File: src/logic/cpu_config.svh
`ifndef CPU_CONFIG_SVH
`define CPU_CONFIG_SVH

// datapath and instruction widths
`define CPU_DATA_W 16
`define CPU_INSTR_W 16

// register bank geometry
`define CPU_NUM_REGS 8
`define CPU_REG_AW 3

`endif

File: src/logic/cpuPkg.sv
`include "cpu_config.svh"

package cpuPkg;

        // decoder ids that the core implements
        typedef enum logic [6:0] {
                opSlli   = 7'd1,
                opSrli   = 7'd2,
                opSrai   = 7'd3,
                opAdd    = 7'd4,
                opSub    = 7'd5,
                opAddi   = 7'd6,
                opSubi   = 7'd7,
                opLi     = 7'd8,
                opAnd    = 7'd12,
                opOr     = 7'd13,
                opSll    = 7'd14,
                opSrl    = 7'd15,
                opSra    = 7'd16,
                opXor    = 7'd18,
                opNop    = 7'd27,
                opOutSs  = 7'd69,
                opOutLed = 7'd70,
                opInSw   = 7'd71,
                opHalt   = 7'd75,
                opRst    = 7'd100
        } opcode_e;

        typedef enum logic [3:0] {aluPassB, aluAdd, aluSub, aluAnd, aluOr, aluXor} aluOp_e;

        typedef enum logic [2:0] {shNone, shLeft, shRightLogic, shRightArith} shiftOp_e;

        typedef enum logic [1:0] {wbNone, wbExec, wbSwitch} wbSel_e;

        typedef enum logic [1:0] {ioNone, ioLed, ioSeg} ioOp_e;

        typedef struct packed {
                logic [6:0]             opcode;
                logic [`CPU_REG_AW-1:0] rd;
                logic [`CPU_REG_AW-1:0] rs;     // imm high bits
                logic [`CPU_REG_AW-1:0] rt;     // imm low bits
        } instrFields_t;

        typedef struct packed {
                aluOp_e   aluOp;
                shiftOp_e shiftOp;
                logic     useImm;       // rd and imm instead of rs and rt
                wbSel_e   wbSel;
                ioOp_e    ioOp;
        } ctrlWord_t;

endpackage

File: src/logic/controlCore.sv
`include "cpu_config.svh"

module controlCore (
        input  logic                 clk,
        input  logic                 rstN,
        input  cpuPkg::instrFields_t instr,
        input  logic                 instrValid,
        output cpuPkg::ctrlWord_t    ctrl,
        output logic                 commit,
        output logic                 halted
);

        logic haltReq;  // decoded halt

        assign commit = instrValid & ~halted;

        always_comb begin
                ctrl.aluOp   = cpuPkg::aluPassB;
                ctrl.shiftOp = cpuPkg::shNone;
                ctrl.useImm  = 1'b0;
                ctrl.wbSel   = cpuPkg::wbNone;
                ctrl.ioOp    = cpuPkg::ioNone;
                haltReq      = 1'b0;

                case (instr.opcode)
                        cpuPkg::opSlli: begin
                                ctrl.shiftOp = cpuPkg::shLeft;
                                ctrl.useImm  = 1'b1;
                                ctrl.wbSel   = cpuPkg::wbExec;
                        end
                        cpuPkg::opSrli: begin
                                ctrl.shiftOp = cpuPkg::shRightLogic;
                                ctrl.useImm  = 1'b1;
                                ctrl.wbSel   = cpuPkg::wbExec;
                        end
                        cpuPkg::opSrai: begin
                                ctrl.shiftOp = cpuPkg::shRightArith;
                                ctrl.useImm  = 1'b1;
                                ctrl.wbSel   = cpuPkg::wbExec;
                        end
                        cpuPkg::opAdd: begin
                                ctrl.aluOp = cpuPkg::aluAdd;
                                ctrl.wbSel = cpuPkg::wbExec;
                        end
                        cpuPkg::opSub: begin
                                ctrl.aluOp = cpuPkg::aluSub;
                                ctrl.wbSel = cpuPkg::wbExec;
                        end
                        cpuPkg::opAddi: begin
                                ctrl.aluOp  = cpuPkg::aluAdd;
                                ctrl.useImm = 1'b1;
                                ctrl.wbSel  = cpuPkg::wbExec;
                        end
                        cpuPkg::opSubi: begin
                                ctrl.aluOp  = cpuPkg::aluSub;
                                ctrl.useImm = 1'b1;
                                ctrl.wbSel  = cpuPkg::wbExec;
                        end
                        cpuPkg::opLi: begin
                                ctrl.useImm = 1'b1;     // pass the extended imm
                                ctrl.wbSel  = cpuPkg::wbExec;
                        end
                        cpuPkg::opAnd: begin
                                ctrl.aluOp = cpuPkg::aluAnd;
                                ctrl.wbSel = cpuPkg::wbExec;
                        end
                        cpuPkg::opOr: begin
                                ctrl.aluOp = cpuPkg::aluOr;
                                ctrl.wbSel = cpuPkg::wbExec;
                        end
                        cpuPkg::opSll: begin
                                ctrl.shiftOp = cpuPkg::shLeft;
                                ctrl.wbSel   = cpuPkg::wbExec;
                        end
                        cpuPkg::opSrl: begin
                                ctrl.shiftOp = cpuPkg::shRightLogic;
                                ctrl.wbSel   = cpuPkg::wbExec;
                        end
                        cpuPkg::opSra: begin
                                ctrl.shiftOp = cpuPkg::shRightArith;
                                ctrl.wbSel   = cpuPkg::wbExec;
                        end
                        cpuPkg::opXor: begin
                                ctrl.aluOp = cpuPkg::aluXor;
                                ctrl.wbSel = cpuPkg::wbExec;
                        end
                        cpuPkg::opNop: begin
                        end
                        cpuPkg::opOutSs:  ctrl.ioOp  = cpuPkg::ioSeg;
                        cpuPkg::opOutLed: ctrl.ioOp  = cpuPkg::ioLed;
                        cpuPkg::opInSw:   ctrl.wbSel = cpuPkg::wbSwitch;
                        cpuPkg::opHalt:   haltReq    = 1'b1;
                        cpuPkg::opRst: begin    // decodes like nop
                        end
                        default: begin          // retires as a no-op
                        end
                endcase
        end

        // sticky until reset
        always_ff @(posedge clk or negedge rstN) begin
                if (!rstN)
                        halted <= 1'b0;
                else if (commit && haltReq)
                        halted <= 1'b1;
        end

        knownInstrWhenValid: assert property (@(posedge clk) disable iff (!rstN)
                instrValid |-> !$isunknown(instr));

endmodule

File: src/logic/cpuCore.sv
`include "cpu_config.svh"

module cpuCore (
        input  logic                      clk,
        input  logic                      rstN,
        input  cpuPkg::instrFields_t      instr,
        input  logic                      instrValid,
        input  logic [`CPU_DATA_W-1:0]    switches,
        output logic [`CPU_DATA_W-1:0]    led,
        output logic [`CPU_DATA_W-1:0]    seg,
        output logic                      halted
);

        cpuPkg::ctrlWord_t      ctrl;
        logic                   commit;
        logic [`CPU_DATA_W-1:0] rsData;
        logic [`CPU_DATA_W-1:0] rtData;
        logic [`CPU_DATA_W-1:0] rdData;
        logic [`CPU_DATA_W-1:0] execResult;
        logic [`CPU_DATA_W-1:0] swData;

        controlCore controlCore_i (
                .clk        (clk),
                .rstN       (rstN),
                .instr      (instr),
                .instrValid (instrValid),
                .ctrl       (ctrl),
                .commit     (commit),
                .halted     (halted)
        );

        execUnit execUnit_i (
                .ctrl       (ctrl),
                .rsData     (rsData),
                .rtData     (rtData),
                .rdData     (rdData),
                .imm        ({instr.rs, instr.rt}),    // imm overlaps rs and rt
                .execResult (execResult)
        );

        regBank regBank_i (
                .clk        (clk),
                .rstN       (rstN),
                .rdAddr     (instr.rd),
                .rsAddr     (instr.rs),
                .rtAddr     (instr.rt),
                .ctrl       (ctrl),
                .commit     (commit),
                .execResult (execResult),
                .swData     (swData),
                .rsData     (rsData),
                .rtData     (rtData),
                .rdData     (rdData)
        );

        ioPort ioPort_i (
                .clk      (clk),
                .rstN     (rstN),
                .ctrl     (ctrl),
                .commit   (commit),
                .rsData   (rsData),
                .switches (switches),
                .led      (led),
                .seg      (seg),
                .swData   (swData)
        );

endmodule

File: src/logic/execUnit.sv
`include "cpu_config.svh"

module execUnit (
        input  cpuPkg::ctrlWord_t         ctrl,
        input  logic [`CPU_DATA_W-1:0]    rsData,
        input  logic [`CPU_DATA_W-1:0]    rtData,
        input  logic [`CPU_DATA_W-1:0]    rdData,
        input  logic [2*`CPU_REG_AW-1:0]  imm,
        output logic [`CPU_DATA_W-1:0]    execResult
);

        localparam int ImmW = 2 * `CPU_REG_AW;

        logic [`CPU_DATA_W-1:0] immExt;
        logic [`CPU_DATA_W-1:0] opA;
        logic [`CPU_DATA_W-1:0] opB;
        logic [3:0]             shAmt;
        logic [`CPU_DATA_W-1:0] aluResult;
        logic [`CPU_DATA_W-1:0] shiftResult;

        assign immExt = {{(`CPU_DATA_W - ImmW){imm[ImmW-1]}}, imm};

        // immediate forms work on rd in place
        assign opA   = ctrl.useImm ? rdData : rsData;
        assign opB   = ctrl.useImm ? immExt : rtData;
        assign shAmt = opB[3:0];

        always_comb begin
                case (ctrl.aluOp)
                        cpuPkg::aluAdd: aluResult = opA + opB;  // wraps
                        cpuPkg::aluSub: aluResult = opA - opB;
                        cpuPkg::aluAnd: aluResult = opA & opB;
                        cpuPkg::aluOr:  aluResult = opA | opB;
                        cpuPkg::aluXor: aluResult = opA ^ opB;
                        default:        aluResult = opB;
                endcase
        end

        always_comb begin
                case (ctrl.shiftOp)
                        cpuPkg::shLeft:       shiftResult = opA << shAmt;
                        cpuPkg::shRightLogic: shiftResult = opA >> shAmt;
                        cpuPkg::shRightArith: shiftResult = $signed(opA) >>> shAmt;
                        default:              shiftResult = opA;
                endcase
        end

        assign execResult = (ctrl.shiftOp != cpuPkg::shNone) ? shiftResult : aluResult;

        always_comb begin
                assert (!(ctrl.shiftOp != cpuPkg::shNone && ctrl.aluOp != cpuPkg::aluPassB))
                else $error("alu and shifter both selected");
        end

endmodule

File: src/logic/ioPort.sv
`include "cpu_config.svh"

module ioPort (
        input  logic                      clk,
        input  logic                      rstN,
        input  cpuPkg::ctrlWord_t         ctrl,
        input  logic                      commit,
        input  logic [`CPU_DATA_W-1:0]    rsData,
        input  logic [`CPU_DATA_W-1:0]    switches,
        output logic [`CPU_DATA_W-1:0]    led,
        output logic [`CPU_DATA_W-1:0]    seg,
        output logic [`CPU_DATA_W-1:0]    swData
);

        always_ff @(posedge clk or negedge rstN) begin
                if (!rstN) begin
                        led <= '0;
                        seg <= '0;
                end else if (commit) begin
                        if (ctrl.ioOp == cpuPkg::ioLed)
                                led <= rsData;
                        if (ctrl.ioOp == cpuPkg::ioSeg)
                                seg <= rsData;  // raw value, no glyphs
                end
        end

        // one stage of sync on the switch pins
        always_ff @(posedge clk or negedge rstN) begin
                if (!rstN)
                        swData <= '0;
                else
                        swData <= switches;
        end

endmodule

File: src/logic/regBank.sv
`include "cpu_config.svh"

module regBank (
        input  logic                      clk,
        input  logic                      rstN,
        input  logic [`CPU_REG_AW-1:0]    rdAddr,
        input  logic [`CPU_REG_AW-1:0]    rsAddr,
        input  logic [`CPU_REG_AW-1:0]    rtAddr,
        input  cpuPkg::ctrlWord_t         ctrl,
        input  logic                      commit,
        input  logic [`CPU_DATA_W-1:0]    execResult,
        input  logic [`CPU_DATA_W-1:0]    swData,
        output logic [`CPU_DATA_W-1:0]    rsData,
        output logic [`CPU_DATA_W-1:0]    rtData,
        output logic [`CPU_DATA_W-1:0]    rdData
);

        logic [`CPU_NUM_REGS-1:0][`CPU_DATA_W-1:0] regs;
        logic                                      wrEn;
        logic [`CPU_DATA_W-1:0]                    wrData;

        assign wrEn   = commit && (ctrl.wbSel != cpuPkg::wbNone);
        assign wrData = (ctrl.wbSel == cpuPkg::wbSwitch) ? swData : execResult;

        always_ff @(posedge clk or negedge rstN) begin
                if (!rstN)
                        regs <= '0;
                else if (wrEn)
                        regs[rdAddr] <= wrData;
        end

        assign rsData = regs[rsAddr];
        assign rtData = regs[rtAddr];
        assign rdData = regs[rdAddr];

        // the spare wbSel code would silently write execResult
        legalWbSel: assert property (@(posedge clk) disable iff (!rstN)
                commit |-> (ctrl.wbSel inside {cpuPkg::wbNone, cpuPkg::wbExec,
                        cpuPkg::wbSwitch}));

endmodule

File: config.mk
export PLATFORM = sky130hd
export DESIGN_NAME = cpuCore
export DESIGN_NICKNAME = d
export VERILOG_FILES = /design/src/logic/cpuPkg.sv /design/src/logic/controlCore.sv /design/src/logic/cpuCore.sv /design/src/logic/execUnit.sv /design/src/logic/ioPort.sv /design/src/logic/regBank.sv
export VERILOG_INCLUDE_DIRS = /design/src /design/src/logic
export SDC_FILE = /design/constraint.sdc
export NUM_CORES = 1
export LEC_CHECK = 0
export BUFFER_PORTS_ARGS = -buffer_cell sky130_fd_sc_hd__buf_2
export CAP_MARGIN = 5
export CORE_ASPECT_RATIO = 0.9
export CORE_UTILIZATION = 52
export CTS_CLUSTER_DIAMETER = 100
export DETAILED_ROUTE_END_ITERATION = 10
export PLACE_DENSITY = 0.66
export SKIP_LAST_GASP = 1
export SLEW_MARGIN = 10
export SYNTH_ARGS = -nofsm -noshare
export SYNTH_HDL_FRONTEND = slang
export SYNTH_HIERARCHICAL = 1
export SYNTH_SLANG_ARGS = --single-unit
File: constraint.sdc
create_clock -name clk -period 6.17 [get_ports clk]
set_input_delay 0.617 -clock clk [delete_from_list [all_inputs] [get_ports clk]]
set_output_delay 0.617 -clock clk [all_outputs]
set_load 0.01 [all_outputs]
==> reports/results.tsv <==
stage	metric	value	unit
setup_path	worst setup path category	in2reg	
sta	Tcrit/Tclk final	87.71	%
sta	Fin Clk Skew	11.37	ps
finish	Ant. Diodes	0	
finish	commonest non-fill, non-tap cell in the layout	mux2_2	
sta	RSZ-0062 raised after global routing	false	
floorplan	initial core utilization	53.37	%
sta	Worst Max-Slew Pin Slew	1187	ps
clock_tree	CTS tree	done	
finish	most frequent cells in the layout	mux2_2 (191), dfrtp_1 (177), mux4_2 (94), nor2_1 (69)	
finish	post-layout util	57.99	%
placement	Post-DP Area	14680	sq um
finish	post-route insts no fill	1605	
synthesis	Yosys cell types	85	
floorplan	Die Height	157.8	um
run	Max Cap Viol	0	
setup_path	cell at the slowest stage of the critical path	fa_1	
route	Initial DRT Pass Iterations	5	
sta	final worst slack	758.0	ps
floorplan	row cnt	56	
synthesis	Syn Inst Count	1203	
synthesis	Syn. warnings	6	
sta	Max Fclk	184.8	MHz
power	PD cells	259.7	nW/um^2
setup_path	crit-path cells	buf_2 -> or3_4 -> or3b_1 -> o31ai_4 -> buf_4 -> mux2i_4 -> buf_4 -> a21oi_1 -> fa_1 -> nor2b_1 -> o31ai_1 -> buf_4 -> a21oi_1 -> a31o_2 -> a31oi_1 -> xnor2_1 -> a221oi_1 -> a21oi_1 -> mux2_2 -> mux2_1	
global_route	initial antenna violation count	0	
route	DR DRC count	0	
finish	Sequential cell area	4429	sq um
synthesis	EDFF count, synth	0	
clock_tree	Reg clk slew, reported paths	70	ps
setup_path	Worst setup SP type	input port	
global_route	vias in the first global route	10520	
finish	Multi-input gate area	8994	sq um
placement	detailed placement HPWL	28.79	mm
floorplan	Horiz. Die Dim	175.1	um
clock_tree	Root Buffer	clkbuf_16	
route	via count	10600	
route	WL per Instance	25.22	um
finish	P&R area growth vs syn	8.646	%
clock_tree	PostCTS Resize Cnt	0	
setup_path	Critical Path Fanout Max	41	
route	vias per cell	6.604	
synthesis	Synth Register Bits	177	
synthesis	mapped cell area	14020	sq um
sta	WHS	288.9	ps
route	wirelength, routed	40.47	mm
floorplan	Core Area	26280	sq um
global_route	first-pass GRT wire length	63.16	mm
sta	endpoints failing setup	0	
clock_tree	CTS Buf Count	17	
clock_tree	H-tree depth	4	
worst_hold_path	Worst Hold Class	in2reg	
sta	Slew Limit Fails	0	
placement	Port Buf Inserts	67	
sta	final hold violations	0	
global_route	grt ovf	0	
setup_path	crit path DAT	5720	ps
placement	# placed instances	1574	
clock_tree	clock buffer depth	2	
clock_tree	CTS Sinks	177	
synthesis	Main synth FF type	dfrtp_1	
global_route	largest net degree at the start of global routing	110	
global_route	overall global routing resource usage	30.27	%
synthesis	Async SR Flop Fraction	100.0	%
clock_tree	clk_lat worst skew	430	ps
finish	fin nets	1330	
route	antenna-violating nets left	0	
clock_tree	Setup Buffers After CTS	0	
floorplan	die area	27630	sq um
sta	min Tclk post-route	5412	ps
route	drt initial violations	1119	
placement	Final Wtd Congestion	0.9960	
finish	design area	15240	sq um
power	Power Total	3.957	mW
clock_tree	Hold-fix buffers, CTS	0	
finish	Fillers	2196	
power	VDD IR max	147.8	uV
floorplan	IO Count	68	
sta	Max-Slew Margin vs Limit	20.58	%
power	Static Leak	6.937	nW
outcome	status	finished, final reports clean	
setup_path	Worst setup EP type	register	
setup_path	worst path required time	6480	ps
synthesis	syn avg cell area	11.66	sq um
sta	setup TNS	0	ps
placement	worst slack at placement	350.6	ps
finish	share of cells above drive strength 1	40.25	%
synthesis	post-synthesis sequential area ratio	31.58	%
setup_path	CP peak stage delay	460	ps
==> critical path: cells and delay by family <==
family                   cells  cell delay (ps)
XOR/XNOR                     1              160
multiplexers                 3              960
adder cells (fa/ha/maj)      1              460
AND/OR/NAND/NOR              3             1000
AO/OA/AOI/OAI                8             1440
buffers and inverters        4             1050
==> cell usage after synthesis, types with 28 or more instances <==
cell type,count,share of area (%)
mux2_2,191,15
dfrtp_1,177,32
mux4_2,94,15
nor2_1,69,1.8
a21oi_1,66,2.4
nand2_1,54,1.4
ha_1,49,4.4
clkbuf_1,40,1.1
mux2i_1,33,2.4
mux2_4,31,3.3
o21ai_0,31,1.1
inv_1,28,0.75
==> where the power goes <==
part	switching, mW	total (mW)	internal [mW]
clock	0.487	1.05	0.566
combinational	0.856	1.54	0.680
sequential	0.102	1.37	1.27
==> logic make-up after synthesis <==
| group | count (synthesis) | synth area share (%) |
|---|---|---|
| muxes | 363 | 37.71 |
| adders and majority gates | 50 | 4.515 |
| buffers and inverters | 128 | 4.524 |
| AOI/OAI and AO/OA | 246 | 11.65 |
| and+or+nand+nor | 211 | 8.307 |
| xor gates and xnor gates | 27 | 1.686 |
| other | 1 | 0.02674 |
| DFF | 177 | 31.58 |
==> sequential cells by signal (all words and copies together), names as in the netlist <==
name,cells
ioPort_i/seg,16
regBank_i/regs,128
controlCore_i/halted,1
ioPort_i/led,16
ioPort_i/swData,16
==> routing by layer <==
metal	track usage, %	part of all wire [%]
met1	42.48	44
met2	47.54	46
met3	4.971	7.2
met4	10.89	3.0
met5	0	0
==> worst paths after layout <==
kind	startpoint	slack, ps	cells after the start	end
worst max-delay path	instr[15]	760	20	regBank_i/regs[108]$_DFFE_PN0P_
worst min-delay path	switches[9]	290	1	ioPort_i/swData[9]$_DFF_PN0_
worst max register to register	regBank_i/regs[97]$_DFFE_PN0P_	1070	18	regBank_i/regs[108]$_DFFE_PN0P_
worst min register to register	controlCore_i/halted$_DFFE_PN0P_	510	1	controlCore_i/halted$_DFFE_PN0P_
max in group asynchronous	rstN	4370	2	regBank_i/regs[16]$_DFFE_PN0P_
min in group asynchronous	rstN	300	1	ioPort_i/seg[7]$_DFFE_PN0P_
==> cell type report <==
| cell class | count | share of cell area (%) |
|---|---|---|
| clock buffers | 19 | 2.841 |
| clock inverters | 12 | 0.8294 |
| inverters | 39 | 0.9608 |
| multi-input cells | 899 | 59.03 |
| flip-flops and latches | 177 | 29.07 |
| well taps | 348 | 2.858 |
| repair buffers | 111 | 4.410 |
No activity file was read; power rests on OpenSTA's default activity.
